**config.mk**
```make
export PLATFORM = sky130hd
export DESIGN_NAME = r4_adder_tree_flat
export DESIGN_NICKNAME = d
export VERILOG_FILES = /design/src/common/fft_r4_pkg.sv /design/src/common/r4_quad_if.sv /design/src/butterfly/r4_adder_tree.sv /design/src/flat_wrapper.sv
export VERILOG_INCLUDE_DIRS = /design/src /design/src/common
export SDC_FILE = /design/constraint.sdc
export NUM_CORES = 1
export LEC_CHECK = 0
export ABC_AREA = 1
export BUFFER_PORTS_ARGS = -buffer_cell sky130_fd_sc_hd__clkbuf_2
export CAP_MARGIN = 5
export CORE_ASPECT_RATIO = 0.6
export CORE_MARGIN = 4
export CORE_UTILIZATION = 50
export DETAILED_ROUTE_END_ITERATION = 7
export PLACE_DENSITY_LB_ADDON = 0.25
export SETUP_SLACK_MARGIN = 0.05
export SYNTH_ARGS = -nofsm -noshare
export SYNTH_HDL_FRONTEND = slang
export SYNTH_SLANG_ARGS = --single-unit
export TNS_END_PERCENT = 1
```
**constraint.sdc**
```tcl
create_clock -name clk -period 2.9 [get_ports clk]
set_input_delay 0.145 -clock clk [delete_from_list [all_inputs] [get_ports clk]]
set_output_delay 0.145 -clock clk [all_outputs]
set_load 0.005 [all_outputs]
```
**src/common/fft_r4_settings.svh**
```systemverilog
`ifndef FFT_R4_SETTINGS_SVH
`define FFT_R4_SETTINGS_SVH

// Real or imaginary part of a sample
`define FFT_R4_SAMPLE_W 11

// Twiddle part with unity at 65535
`define FFT_R4_TW_W 17

// Fraction bits dropped after the twiddle multiply
`define FFT_R4_TW_FRAC 16

`define FFT_R4_N 64
`define FFT_R4_IDX_W 6

// Input strobe to output strobe
`define FFT_R4_LATENCY 3

`endif

```
**src/common/fft_r4_pkg.sv**
```systemverilog
`include "fft_r4_settings.svh"

package fft_r4_pkg;

   // One part of a complex sample
   typedef logic signed [`FFT_R4_SAMPLE_W-1:0] sample_t;

   // Real part sits in the upper bits
   typedef struct packed {
      sample_t re;
      sample_t im;
   } cplx_t;

   typedef logic signed [`FFT_R4_TW_W-1:0] tw_t;

   // Stored as cos and -sin
   typedef struct packed {
      tw_t re;
      tw_t im;
   } twiddle_t;

   typedef logic [`FFT_R4_IDX_W-1:0] tw_idx_t;

endpackage

```
**src/common/r4_quad_if.sv**
```systemverilog
`timescale 1ns/1ps

// Four complex values moving between pipeline stages
interface r4_quad_if import fft_r4_pkg::*; ();

   cplx_t x0;
   cplx_t x1;
   cplx_t x2;
   cplx_t x3;

   modport src (
      output x0, x1, x2, x3
   );

   modport dst (
      input x0, x1, x2, x3
   );

endinterface

```
**src/butterfly/r4_adder_tree.sv**
```systemverilog
`timescale 1ns/1ps

module r4_adder_tree import fft_r4_pkg::*; (
   input  logic         clk,
   input  cplx_t        a0,
   input  cplx_t        a1,
   input  cplx_t        a2,
   input  cplx_t        a3,
   r4_quad_if.src       c
);

   cplx_t b0;
   cplx_t b1;
   cplx_t b2;
   cplx_t b3;

   // All sums wrap in 11 bits
   function automatic cplx_t cadd(input cplx_t x, input cplx_t y);
      cplx_t r;
      r.re = x.re + y.re;
      r.im = x.im + y.im;
      return r;
   endfunction

   function automatic cplx_t csub(input cplx_t x, input cplx_t y);
      cplx_t r;
      r.re = x.re - y.re;
      r.im = x.im - y.im;
      return r;
   endfunction

   // j * (re + j im) = -im + j re
   function automatic cplx_t mul_j(input cplx_t x);
      cplx_t r;
      r.re = -x.im;
      r.im = x.re;
      return r;
   endfunction

   // Rank 1
   always_ff @(posedge clk) begin
      b0 <= cadd(a0, a2);
      b1 <= cadd(a1, a3);
      b2 <= csub(a0, a2);
      b3 <= csub(a1, a3);
   end

   // Rank 2 with the j rotation kept combinational
   always_ff @(posedge clk) begin
      c.x0 <= cadd(b0, b1);
      c.x1 <= csub(b2, mul_j(b3));   // a0 - j a1 - a2 + j a3
      c.x2 <= csub(b0, b1);
      c.x3 <= cadd(b2, mul_j(b3));   // a0 + j a1 - a2 - j a3
   end

endmodule

```
**src/flat_wrapper.sv**
```systemverilog
// flat-port wrapper written by rule: the top's interface ports become plain ports
module r4_adder_tree_flat import fft_r4_pkg::*;
  (clk, a0, a1, a2, a3, c_x0, c_x1, c_x2, c_x3);
  r4_quad_if c_i ();
  input  logic clk;
  input  cplx_t a0;
  input  cplx_t a1;
  input  cplx_t a2;
  input  cplx_t a3;
  output wire logic [$bits(c_i.x0)-1:0] c_x0;
  output wire logic [$bits(c_i.x1)-1:0] c_x1;
  output wire logic [$bits(c_i.x2)-1:0] c_x2;
  output wire logic [$bits(c_i.x3)-1:0] c_x3;
  assign c_x0 = c_i.x0;
  assign c_x1 = c_i.x1;
  assign c_x2 = c_i.x2;
  assign c_x3 = c_i.x3;
  r4_adder_tree u_core (.clk(clk), .a0(a0), .a1(a1), .a2(a2), .a3(a3), .c(c_i));
endmodule
```
== Word-level counts from Yosys, hierarchy flattened ==
Cells that the tools add are included.

* Flip-flop bits (word level): 176
* Bits in latches: 0
* Memory bits (writable): 0
* Bits in read-only memories: 0
* Output and inout port bits: 88
* Memories: 0

* $add $sub $neg: 17
* Multiply operators: 0
* Divide/modulo/power cells: 0
* Magnitude comparators: 0
* Equality and inequality tests: 0
* Shifts and indexed selects: 0
* Mux-type cells: 0
* Bitwise logic cells: 0
* Reductions and logical operators: 0

{| class="wikitable"
|+ Operators with widths
! kind !! number
|-
| 11-bit adder || 8
|-
| 11-bit subtractor || 8
|-
| 11-bit negation || 1
|}

== Depth between registers and ports, before layout ==
* Depth in word-level cells: 2
* Gate-level depth with buffers: 17

== Least setup slack after synthesis ==
No wires, ideal clock.

* Path kind: reg2reg
* Start point: register, netlist name u_core.b1[0]
* End point: register, netlist name u_core.c.x1[20]
* Arrival: 1952 ps
* Data required time: 2787 ps
* Slack: 836 ps
* Cell stages (with the launch flop): 13
* Period minus slack after synthesis: 2064 ps
* Path through: dfxtp_1 > inv_1 > ha_1 > nand3_2 > xor2_1 > inv_1 > ha_1 > inv_1 > a21o_1 > a21oi_1 > nand2_1 > nand2_1 > nand2_1

==> run_results.csv <==
group,metric,value,unit
run_status,status,"finished clean",
timing,fmax,408,MHz
synthesis,yosysTopAreaCell,"dfxtp_1",
synthesis,ys_types,27,
route,drt_wl_total,31.1,mm
timing,worstMarginPinSlew,376,ps
timing,finalSetupTns,0,ps
floorplan,io-pin-count,177,
worst_setup_path,max_stage_delay,380,ps
route,vias,11109,
power,power-per-cell-area,780,nW/um^2
synthesis,synth.top_cell.area_share,0.274,
clock_tree,cts-buffers-inserted,17,
worst_setup_path,path_class,"reg -> reg",
grt,grt_pass1_wl,49.6,mm
timing,fin_skew,9.13,ps
clock_tree,post-cts-setup-buffers,0,
finish,final_util,0.574,
finish,area_growth,13.1,%
worst_setup_path,worstPathMaxFanout,7,
power,p_leak,8.00,nW
route,firstDrtPassIters,6,
clock_tree,clk_pin_slew,60,ps
synthesis,ys_top_cells_by_area,"dfxtp_1, ha_1, nand2_1",
grt,antenna_found_initial,0,
grt,overflow,0,
timing,hold_violations,0,
clock_tree,cts_sinks,168,
worst_setup_path,path_cells,"inv_1, ha_1, nand3_2, nor3_2, xor2_1, ha_1, inv_1, o21bai_1, a21oi_1, nand3_1, nand2_1, nand2_1",
timing,final.min_clock_period,2450,ps
worst_setup_path,cp_data_required_time,3230,ps
clock_tree,clkLatencyLatePin,440,ps
finish,antenna_cells,0,
timing,worst_slack,448,ps
route,dr.first_iter.drc_count,707,
finish,fin_nets,2190,
synthesis,synth_edf_count,0,
timing,whs,28.4,ps
grt,grt_max_degree,17,
finish,fillers,2319,
floorplan,num_rows,44,
route,ant_nets,0,
grt,grt_pass1_vias,9930,
route,via_per_inst,4.93,
synthesis,syn_area_per_cell,6.95,sq um
floorplan,die-area,27200,sq um
synthesis,synthArstFlopShare,0,
finish,final_cell_mix,"nand2_1, inv_1, clkbuf_2",
timing,setup_viol,0,
worst_setup_path,start_kind,"flop",
placed_design,gp_congestion,0.980,
placed_design,dpl.hpwl,25.8,mm
synthesis,syn_nets,2033,
clock_tree,root_buffer,"clkbuf_16",
clock_tree,post_cts_resize_count,0,
route,wl_per_cell,13.8,microns
timing,timing.slew.headroom,0.749,
placed_design,dp_cells,2220,
floorplan,die_x,210,microns
floorplan,chipHeight,129,microns
worst_setup_path,endpoint_kind,"flop",
clock_tree,htree_levels,4,
finish,final_cell_count_no_fill,2254,
floorplan,coreArea,24200,sq um
timing,final_max_slew_viol_count,0,
finish,layout-drive-gt1-share,0.123,
grt,track_usage,0.228,
floorplan,initial_core_util,0.507,
synthesis,synth_area,12300,sq um
timing,fin_crit_sh,0.845,
synthesis,synth_ff_type,"dfxtp_1",
finish,layout_commonest_cell,"nand2_1",
power,ir_drop,0.000476,V
flow_run,cap_violations,0,
placed_design,dp_slack,481,ps
clock_tree,clockBufferDepth,2,
clock_tree,cts_tree,"yes",
placed_design,port_buffers,176,
synthesis,ys_seq_area_frac,0.274,
clock_tree,cts-hold-fix-buffers,3,
worst_setup_path,slowest_stage,"dfxtp_1",
timing,rsz0062_at_grt,"no",
synthesis,syn_inst,1763,
synthesis,synth_seq_cells,168,
min_path,min_path_type,"in -> reg",
route,drc,0,
synthesis,yosysWarnings,0,
worst_setup_path,cp_data_arrival_time,2790,ps
-- flip-flops by register name, indices dropped and copies added, names as in the netlist --
signal and flops:
u_core.b0 22, u_core.b1 22, u_core.c.x2 22, u_core.c.x1 21
u_core.c.x3 21, u_core.b2 20, u_core.b3 20, u_core.c.x0 20
-- report_power, final --
part / switching, mW / internal, mW
Combinational: 3.05 / 1.89
Sequential: 0.450 / 3.17
Clock: 0.984 / 1.27
Total: 4.48 / 6.34
-- worst paths after layout --
path                         start                      end  slack (ps)  depth (start not counted)
min                         a2[11]    u_core.b0[11]$_DFF_P_          30                          3
max reg2reg   u_core.b1[0]$_DFF_P_  u_core.c.x3[20]$_DFF_P_         450                         12
max           u_core.b1[0]$_DFF_P_  u_core.c.x3[20]$_DFF_P_         450                         12
min reg2reg  u_core.b1[21]$_DFF_P_  u_core.c.x0[21]$_DFF_P_         580                          3
-- cells by family (layout without fill, tap and decap cells) --
group	Yosys count	in the layout	share of synthesized area
and+or+nand+nor	805	805	0.277
buffers and inverters	378	547	0.126
adders and majority gates	181	181	0.195
DFF	168	168	0.274
AOI/OAI and AO/OA	137	137	0.0609
xor gates and xnor gates	94	94	0.0672
-- cell type report --
class	count	area, sq um	area share
multi-input combinational	1217	7350	0.530
inverter	337	1260	0.0912
timing repair buffer	179	911	0.0657
clock buffer	18	429	0.0310
tap	322	403	0.0291
clock inverter	13	145	0.0105
sequential	168	3360	0.243
-- critical path: cells and delay by family, from the launching register on --
| family | cells | cell delay (ps) |
|---|---|---|
| fa+ha+maj | 2 | 620 |
| xor+xnor | 1 | 280 |
| flops | 1 | 380 |
| simple gates | 5 | 530 |
| buf+inv | 2 | 270 |
| compound gates | 2 | 280 |
-- synthesized netlist by cell type, types with 11 or more instances --
cell type  number
a21oi_1        79
buf_2          15
buf_4          16
dfxtp_1       168
fa_1           16
ha_1          165
inv_1         326
inv_2          11
nand2_1       468
nand3_1       135
nand3_2        13
nand4_1        30
nor2_1        135
nor3_1         16
o21ai_0        24
o21bai_1       16
xnor2_1        23
xor2_1         71
-- through the flow --
stage | instance area (sq um) | total power [mW]
after floorplan | 12300 | 6.89
after global placement | 13300 | 8.51
after detailed placement | 13300 | 8.55
after CTS | 13900 | 10.9
after global routing | 13900 | 11.7
final | 13900 | 10.8
-- routing by layer --
metal  vias up  global-route usage  routed length [microns]
li1       5749                   -                        -
met2       329               0.326                    12600
met3        23              0.0571                     2490
met5         -                   0                        0
met1      5008               0.347                    15800
met4         0              0.0445                      256
(Power assumes the default switching activity.)
