$ cat config.mk
export PLATFORM = sky130hd
export DESIGN_NAME = twiddle_rom
export DESIGN_NICKNAME = d
export VERILOG_FILES = /design/src/common/fft_r4_pkg.sv /design/src/twiddle/twiddle_rom.sv
export VERILOG_INCLUDE_DIRS = /design/src /design/src/common
export SDC_FILE = /design/constraint.sdc
export NUM_CORES = 1
export LEC_CHECK = 0
export BUFFER_PORTS_ARGS = -buffer_cell sky130_fd_sc_hd__buf_2
export CAP_MARGIN = 20
export CORE_ASPECT_RATIO = 0.75
export CORE_MARGIN = 2
export CORE_UTILIZATION = 60
export DETAILED_ROUTE_END_ITERATION = 8
export PLACE_DENSITY_LB_ADDON = 0.08
export SLEW_MARGIN = 20
export SYNTH_ARGS = -nofsm -noshare
export SYNTH_HDL_FRONTEND = slang
export SYNTH_SLANG_ARGS = --single-unit
$ cat constraint.sdc
create_clock -name clk -period 11.13 [get_ports clk]
set_input_delay 1.113 -clock clk [delete_from_list [all_inputs] [get_ports clk]]
set_output_delay 1.113 -clock clk [all_outputs]
set_load 0.01 [all_outputs]
$ cat src/common/fft_r4_settings.svh
`ifndef FFT_R4_SETTINGS_SVH
`define FFT_R4_SETTINGS_SVH

// Real or imaginary part of a sample
`define FFT_R4_SAMPLE_W 11

// Twiddle part with unity at 65535
`define FFT_R4_TW_W 17

// Fraction bits dropped after the twiddle multiply
`define FFT_R4_TW_FRAC 16

`define FFT_R4_N 64
`define FFT_R4_IDX_W 6

// Input strobe to output strobe
`define FFT_R4_LATENCY 3

`endif

$ cat src/common/fft_r4_pkg.sv
`include "fft_r4_settings.svh"

package fft_r4_pkg;

   // One part of a complex sample
   typedef logic signed [`FFT_R4_SAMPLE_W-1:0] sample_t;

   // Real part sits in the upper bits
   typedef struct packed {
      sample_t re;
      sample_t im;
   } cplx_t;

   typedef logic signed [`FFT_R4_TW_W-1:0] tw_t;

   // Stored as cos and -sin
   typedef struct packed {
      tw_t re;
      tw_t im;
   } twiddle_t;

   typedef logic [`FFT_R4_IDX_W-1:0] tw_idx_t;

endpackage

$ cat src/twiddle/twiddle_rom.sv
`timescale 1ns/1ps
`include "fft_r4_settings.svh"

module twiddle_rom import fft_r4_pkg::*; (
   input  logic     clk,
   input  tw_idx_t  k_q,
   output twiddle_t w1,
   output twiddle_t w2,
   output twiddle_t w3
);

   localparam int quarter = `FFT_R4_N / 4;

   // round(65535 * cos(2 pi i / 64)) over one quarter wave
   localparam tw_t qw_table [0:quarter] = '{
      17'sd65535, 17'sd65219, 17'sd64276, 17'sd62713,
      17'sd60546, 17'sd57797, 17'sd54490, 17'sd50659,
      17'sd46340, 17'sd41575, 17'sd36409, 17'sd30893,
      17'sd25079, 17'sd19024, 17'sd12785, 17'sd6424,
      17'sd0
   };

   tw_idx_t idx2;
   tw_idx_t idx3;

   // Both wrap mod 64
   assign idx2 = k_q << 1;
   assign idx3 = k_q + idx2;

   function automatic twiddle_t lookup(input tw_idx_t n);
      logic [`FFT_R4_IDX_W-3:0] r;
      tw_t near;
      tw_t far;
      twiddle_t w;
      r = n[`FFT_R4_IDX_W-3:0];
      near = qw_table[int'(r)];          // cos of offset in quadrant
      far = qw_table[quarter - int'(r)]; // sin of offset in quadrant
      case (n[`FFT_R4_IDX_W-1 -: 2])
         2'd0: begin
            w.re = near;
            w.im = -far;
         end
         2'd1: begin
            w.re = -far;
            w.im = -near;
         end
         2'd2: begin
            w.re = -near;
            w.im = far;
         end
         default: begin
            w.re = far;
            w.im = near;
         end
      endcase
      return w;
   endfunction

   always_ff @(posedge clk) begin
      w1 <= lookup(k_q);
      w2 <= lookup(idx2);
      w3 <= lookup(idx3);
   end

endmodule

=== Word-level counts from Yosys, hierarchy flattened ===
Memories as Yosys holds them, arrays and structs flattened.
Index checks and enable logic that the tools add are counted.
W data, S select, Z words.

* Memory bits (read-only): 3264
* Register bits: 102
* Input bits: 7
* Output and inout port bits: 102
* Bits in latches: 0
* Bits in writable memories: 0
* Word-level logic and storage cells: 58
* Memories: 6

{| class="wikitable"
|+ Memories
! memory !! words !! width !! read ports !! clocked after Yosys merged registers in !! wr ports !! line !! text
|-
| (name not given) || 32 || 17 || 1 || 0 || 0 || twiddle_rom.sv:37 || <nowiki>far = qw_table[quarter - int'(r)];</nowiki>
|-
| (name not given) || 32 || 17 || 1 || 0 || 0 || twiddle_rom.sv:36 || <nowiki>near = qw_table[int'(r)];</nowiki>
|-
| (name not given) || 32 || 17 || 1 || 0 || 0 || twiddle_rom.sv:37 ||
|-
| (name not given) || 32 || 17 || 1 || 0 || 0 || twiddle_rom.sv:36 ||
|-
| (name not given) || 32 || 17 || 1 || 0 || 0 || twiddle_rom.sv:37 ||
|-
| (name not given) || 32 || 17 || 1 || 0 || 0 || twiddle_rom.sv:36 ||
|}

* Muxes and demuxes: 15
* Divide/modulo/power cells: 0
* $lt $le $gt $ge: 6
* Bitwise gates (word level): 6
* $mul: 0
* Eq/ne operators: 6
* Reductions and logical operators: 3
* Add/subtract/negate cells: 10
* Shift operators: 0

{| class="wikitable"
|+ Operator list
! operator !! number
|-
| $pmux W34 S3 || 3
|-
| $mux W17 || 12
|-
| $ge A32 B6 Y1 const B || 6
|-
| $neg A17 Y17 || 6
|-
| $not A32 Y32 || 3
|-
| $not A4 Y32 || 3
|-
| $sub A5 B4 Y6 const A || 3
|-
| $add A6 B6 Y6 || 1
|-
| $eq A2 B1 Y1 const B || 3
|-
| $eq A2 B2 Y1 const B || 3
|-
| $logic_not A2 Y1 || 3
|}

=== Longest topological paths before layout ===
* Depth after elaboration: 8
* Depth in mapped cells: 19

=== Worst setup path before layout ===
Ideal clock, no wire load.

* Kind: input-to-reg
* Start: in k_q[0]
* End: reg w3[27] (netlist bit)
* Library setup time: 0.061 ns
* Path slack: 6.142 ns
* Data required time: 11.069 ns
* Path buffers: 6
* Data arrival time: 4.927 ns
* Stages on the path: 18
* Cell sequence: ha_1 > clkbuf_1 > inv_1 > clkbuf_1 > fa_1 > buf_2 > buf_1 > clkbuf_1 > clkbuf_1 > nand3_1 > o311ai_1 > ha_1 > inv_1 > or2_2 > nor3_4 > nand3_1 > nand2_1 > mux4_2

* Longest elaborated chain between the ends: 8
* Elaborated cells between the ends (all ways): 16

{| class="wikitable"
|+ Ends and longest elaborated chain
! item !! line !! text
|-
| start: declaration || twiddle_rom.sv:6 || <nowiki>input tw_idx_t k_q,</nowiki>
|-
| $add A6 B6 Y6 (*) || twiddle_rom.sv:28 || <nowiki>assign idx3 = k_q + idx2;</nowiki>
|-
| $sub A5 B4 Y6 || twiddle_rom.sv:37 ||
|-
| $not A32 Y32 (not written as such) || twiddle_rom.sv:37 ||
|-
| $mem_v2 Z32 W17 || -- ||
|-
| $mux W17 (not written as such) (2 in a row) || twiddle_rom.sv:37 ||
|-
| $neg A17 Y17 || twiddle_rom.sv:44 || <nowiki>w.re = -far;</nowiki>
|-
| $pmux W34 S3 (*) || twiddle_rom.sv:38 || <nowiki>case (n[`FFT_R4_IDX_W-1 -: 2])</nowiki>
|-
| end signal: assignment || twiddle_rom.sv:62 || <nowiki>w3 <= lookup(idx3);</nowiki>
|-
| end: declaration || twiddle_rom.sv:9 || <nowiki>output twiddle_t w3</nowiki>
|}

Mark *: on every way between the ends. The rest lies on a longest branch, timed or not. The select of a mux whose other input is x is not followed.

=== Final worst setup path ===
* Start: in k_q[0]
* End: reg w3[31] (netlist bit)

Same word-level chain as after synthesis.

==> impl.org <==
** Logic synthesis
- Top_reg_cell synth :: dfxtp_1
- In the synthesized netlist the async set-or-reset flop fraction comes to 0%.
- Synth area leaders :: dfxtp_1, a21oi_1, o21ai_0, nor2_1, nand2_1
- Yosys cell types :: 93
- Each instance of the synthesized netlist takes up on average 7.39 um2.
- Yosys warning total :: 0
- Net count after synthesis :: 1217
- Share of the synthesized area in the top cell type :: 23.4%
- Of all cell types, the one taking the most synthesized area is dfxtp_1.
- Sequential elements use 23.4% of the synthesized area.
- Counting every instance in the synthesized netlist gives 1181.
- The synthesized netlist occupies a cell area of 8730 um2.
- The synthesized design contains 102 register bits.
- EDFF count, synth :: 0

** Layout
- Cells with a size suffix above 1 make up 15.9% of the layout.
- Number of fill cells in the layout :: 1276
- Leaving out fill and tap cells, the most frequent cell in the layout is a21oi_1.
- For this run, the share of the core covered by cells in the final layout is 66.6%.
- Count of inserted antenna diode cells :: 0
- The final layout contains 1249 nets.
- Layout-stage area growth over the synthesis result :: 9.55%
- Leaving out fill and tap cells, the most frequent cells in the layout are a21oi_1, nor2_1, buf_2.

** Routing
- Wires add up to 27800 um.
- For this block, the via count after detailed routing is 9740.
- After detailed routing, the average wire length per cell comes to 19.6 um.
- Mean number of vias per cell :: 6.88
- In this run, the number of DRC markers left after iteration 0 of detailed routing was 1714.
- After detailed routing, the number of remaining DRC violations is 0.
- Number of optimization iterations in the first detailed-route pass :: 7
- Post-DRT Antenna Nets :: 0

** Status
- Status :: finished, final reports clean

** Timing
- Setup slack closes at 4.30 ns.
- RSZ-0062 raised after global routing :: no
- Hold Fails Final Rpt :: 0
- Total count of max-transition violations in the final report :: 0
- Setup TNS :: 0 ns
- Worst-Margin Slew :: 0.990 ns
- Headroom to the max-slew limit came out at 33.6%.
- The smallest clock period supported by the final layout is computed as 6.83 ns.
- Share of the cycle needed by the critical path after routing :: 61.4%
- Setup violations remaining at the end of the flow were counted as 0.
- FMAX :: 146 MHz

** Floorplanning
- Horizontal extent of the die :: 143 um
- The floorplan has 38 rows.
- Starting density of the core :: 60.8%
- The floorplan step defined a die boundary enclosing 15500 um2.
- Die Y :: 108 um
- I/O Pins :: 109
- Floorplan Core Area :: 14400 um2

** Clocking
- Counting along the longest clock path gives a buffer depth of 2.
- Clk pin slew, worst setup/hold paths :: 0.06 ns
- CTS sink cnt :: 102
- Hold-fix buffer count after cts :: 0
- Post-CTS repair changed the size of 0 cells.
- Root cell of the clock tree :: clkbuf_16
- In this run the post-CTS setup repair buffer count came out at 0.
- Level count of the clock H-tree :: 3
- Buffers inserted during clock tree synthesis total 9.
- TritonCTS built the clock tree.

** GRT
- Pin count of the biggest net entering global routing :: 69
- Remaining global-route overflow :: 0
- The number of global-route vias before repair is 8118.
- For this run, the total global-route usage over all layers was measured as 35.7%.
- First-pass GRT wire length :: 44000 um
- Number of antenna violations at the first check in global routing :: 0

** Power
- PD cells :: 162 nW/um2
- Standby leakage power :: 0.00384 uW
- Worst IR Drop VDD :: 0.000106 V

** Place
- Once detailed placement completed, the half-perimeter wirelength came to 19100 um.
- Buffers placed on the I/O ports in this run total 108.
- Worst setup slack after placement :: 4.19 ns
- At the end of routability-driven placement, the weighted congestion stood at 0.979.

** Critical path
- Worst setup SP type :: input port
- The setup path with the least slack is of type in -> reg.
- First element of the critical path :: k_q[0]
- Critical path data required time :: 11.35 ns
- Crit Path Max Fanout :: 46
- Crit path arrival time :: 7.05 ns
- STA classifies the critical path endpoint as a flip-flop.

** Hold path
- Class of the tightest hold or removal check :: in -> reg
- Worst Min Path Start :: k_q[5]

** Run
- Across the run, the number of max-cap violations was 0.
-- logic make-up (layout without fill, tap and decap cells) --
kind of cell,Yosys count,in the layout,share of synthesized area [%]
muxes,35,35,4.87
adders and majority gates,30,30,4.53
DFF,102,102,23.4
AOI/OAI and AO/OA,456,456,34.3
buffers and inverters,130,164,6.29
xor gates and xnor gates,41,41,4.76
and+or+nand+nor,387,387,21.8
-- flip-flops by register name, indices dropped and copies added, names as in the netlist --
| name | flops |
|---|---|
| w2 | 34 |
| w3 | 34 |
| w1 | 34 |
-- Yosys cell counts, drive strengths merged, types with 19 or more instances --
master	number
a22oi	22
a31oi	21
o21ai	103
nand3	23
buf	36
nand2b	19
mux2i	23
clkbuf	72
a21oi	123
dfxtp	102
nor3	38
a211oi	20
xnor2	30
ha	26
a221oi	30
nand2	108
nor2	120
inv	20
-- layer usage --
layer	routed length (um)	GRT usage (%)
met1	12200	53.7
met2	11000	49.6
met3	3980	9.92
met4	653	9.03
met5	0	0
-- path summary, 6_finish.rpt --
path | endpoint | slack, ns | cells past startpoint
worst max-delay path | w3[31] | 4.30 | 15
worst min-delay path | w1[23] | 1.52 | 6
-- worst max-delay path, stage by stage --
cell,delay [ns]
buf_2,0.09
buf_4,0.40
ha_1,0.82
inv_1,0.57
fa_1,0.58
buf_4,0.26
xnor2_1,0.77
nor2_1,0.15
o311ai_2,0.49
ha_1,0.31
o31ai_1,0.20
nor4_2,0.62
and4_1,0.40
o21a_1,0.18
a21oi_1,0.07
-- cell type report --
cell class | instances | area (um2) | area share, %
inverters | 22 | 82.6 | 0.864
repair buffers | 129 | 698 | 7.30
well taps | 200 | 250 | 2.62
clock inverters | 4 | 75.1 | 0.785
clock buffers | 9 | 225 | 2.36
multi-input cells | 949 | 6190 | 64.7
flip-flops and latches | 102 | 2040 | 21.4
-- through the flow --
step	hold slack [ns]	total power (uW)	instance area (um2)	cells
floorplan	1.42	993	8730	1181
global placement	1.51	1200	9260	1402
detailed placement	1.50	1200	9260	1402
CTS	1.51	1530	9560	1415
global route	1.57	1650	9560	1415
finish	1.52	1550	9560	1415
-- where the power goes --
group	switching, uW	internal, uW
combinational	473	270
sequential	19.9	457
clock	134	193
total	626	920
Power figures use the tool's default switching activity.
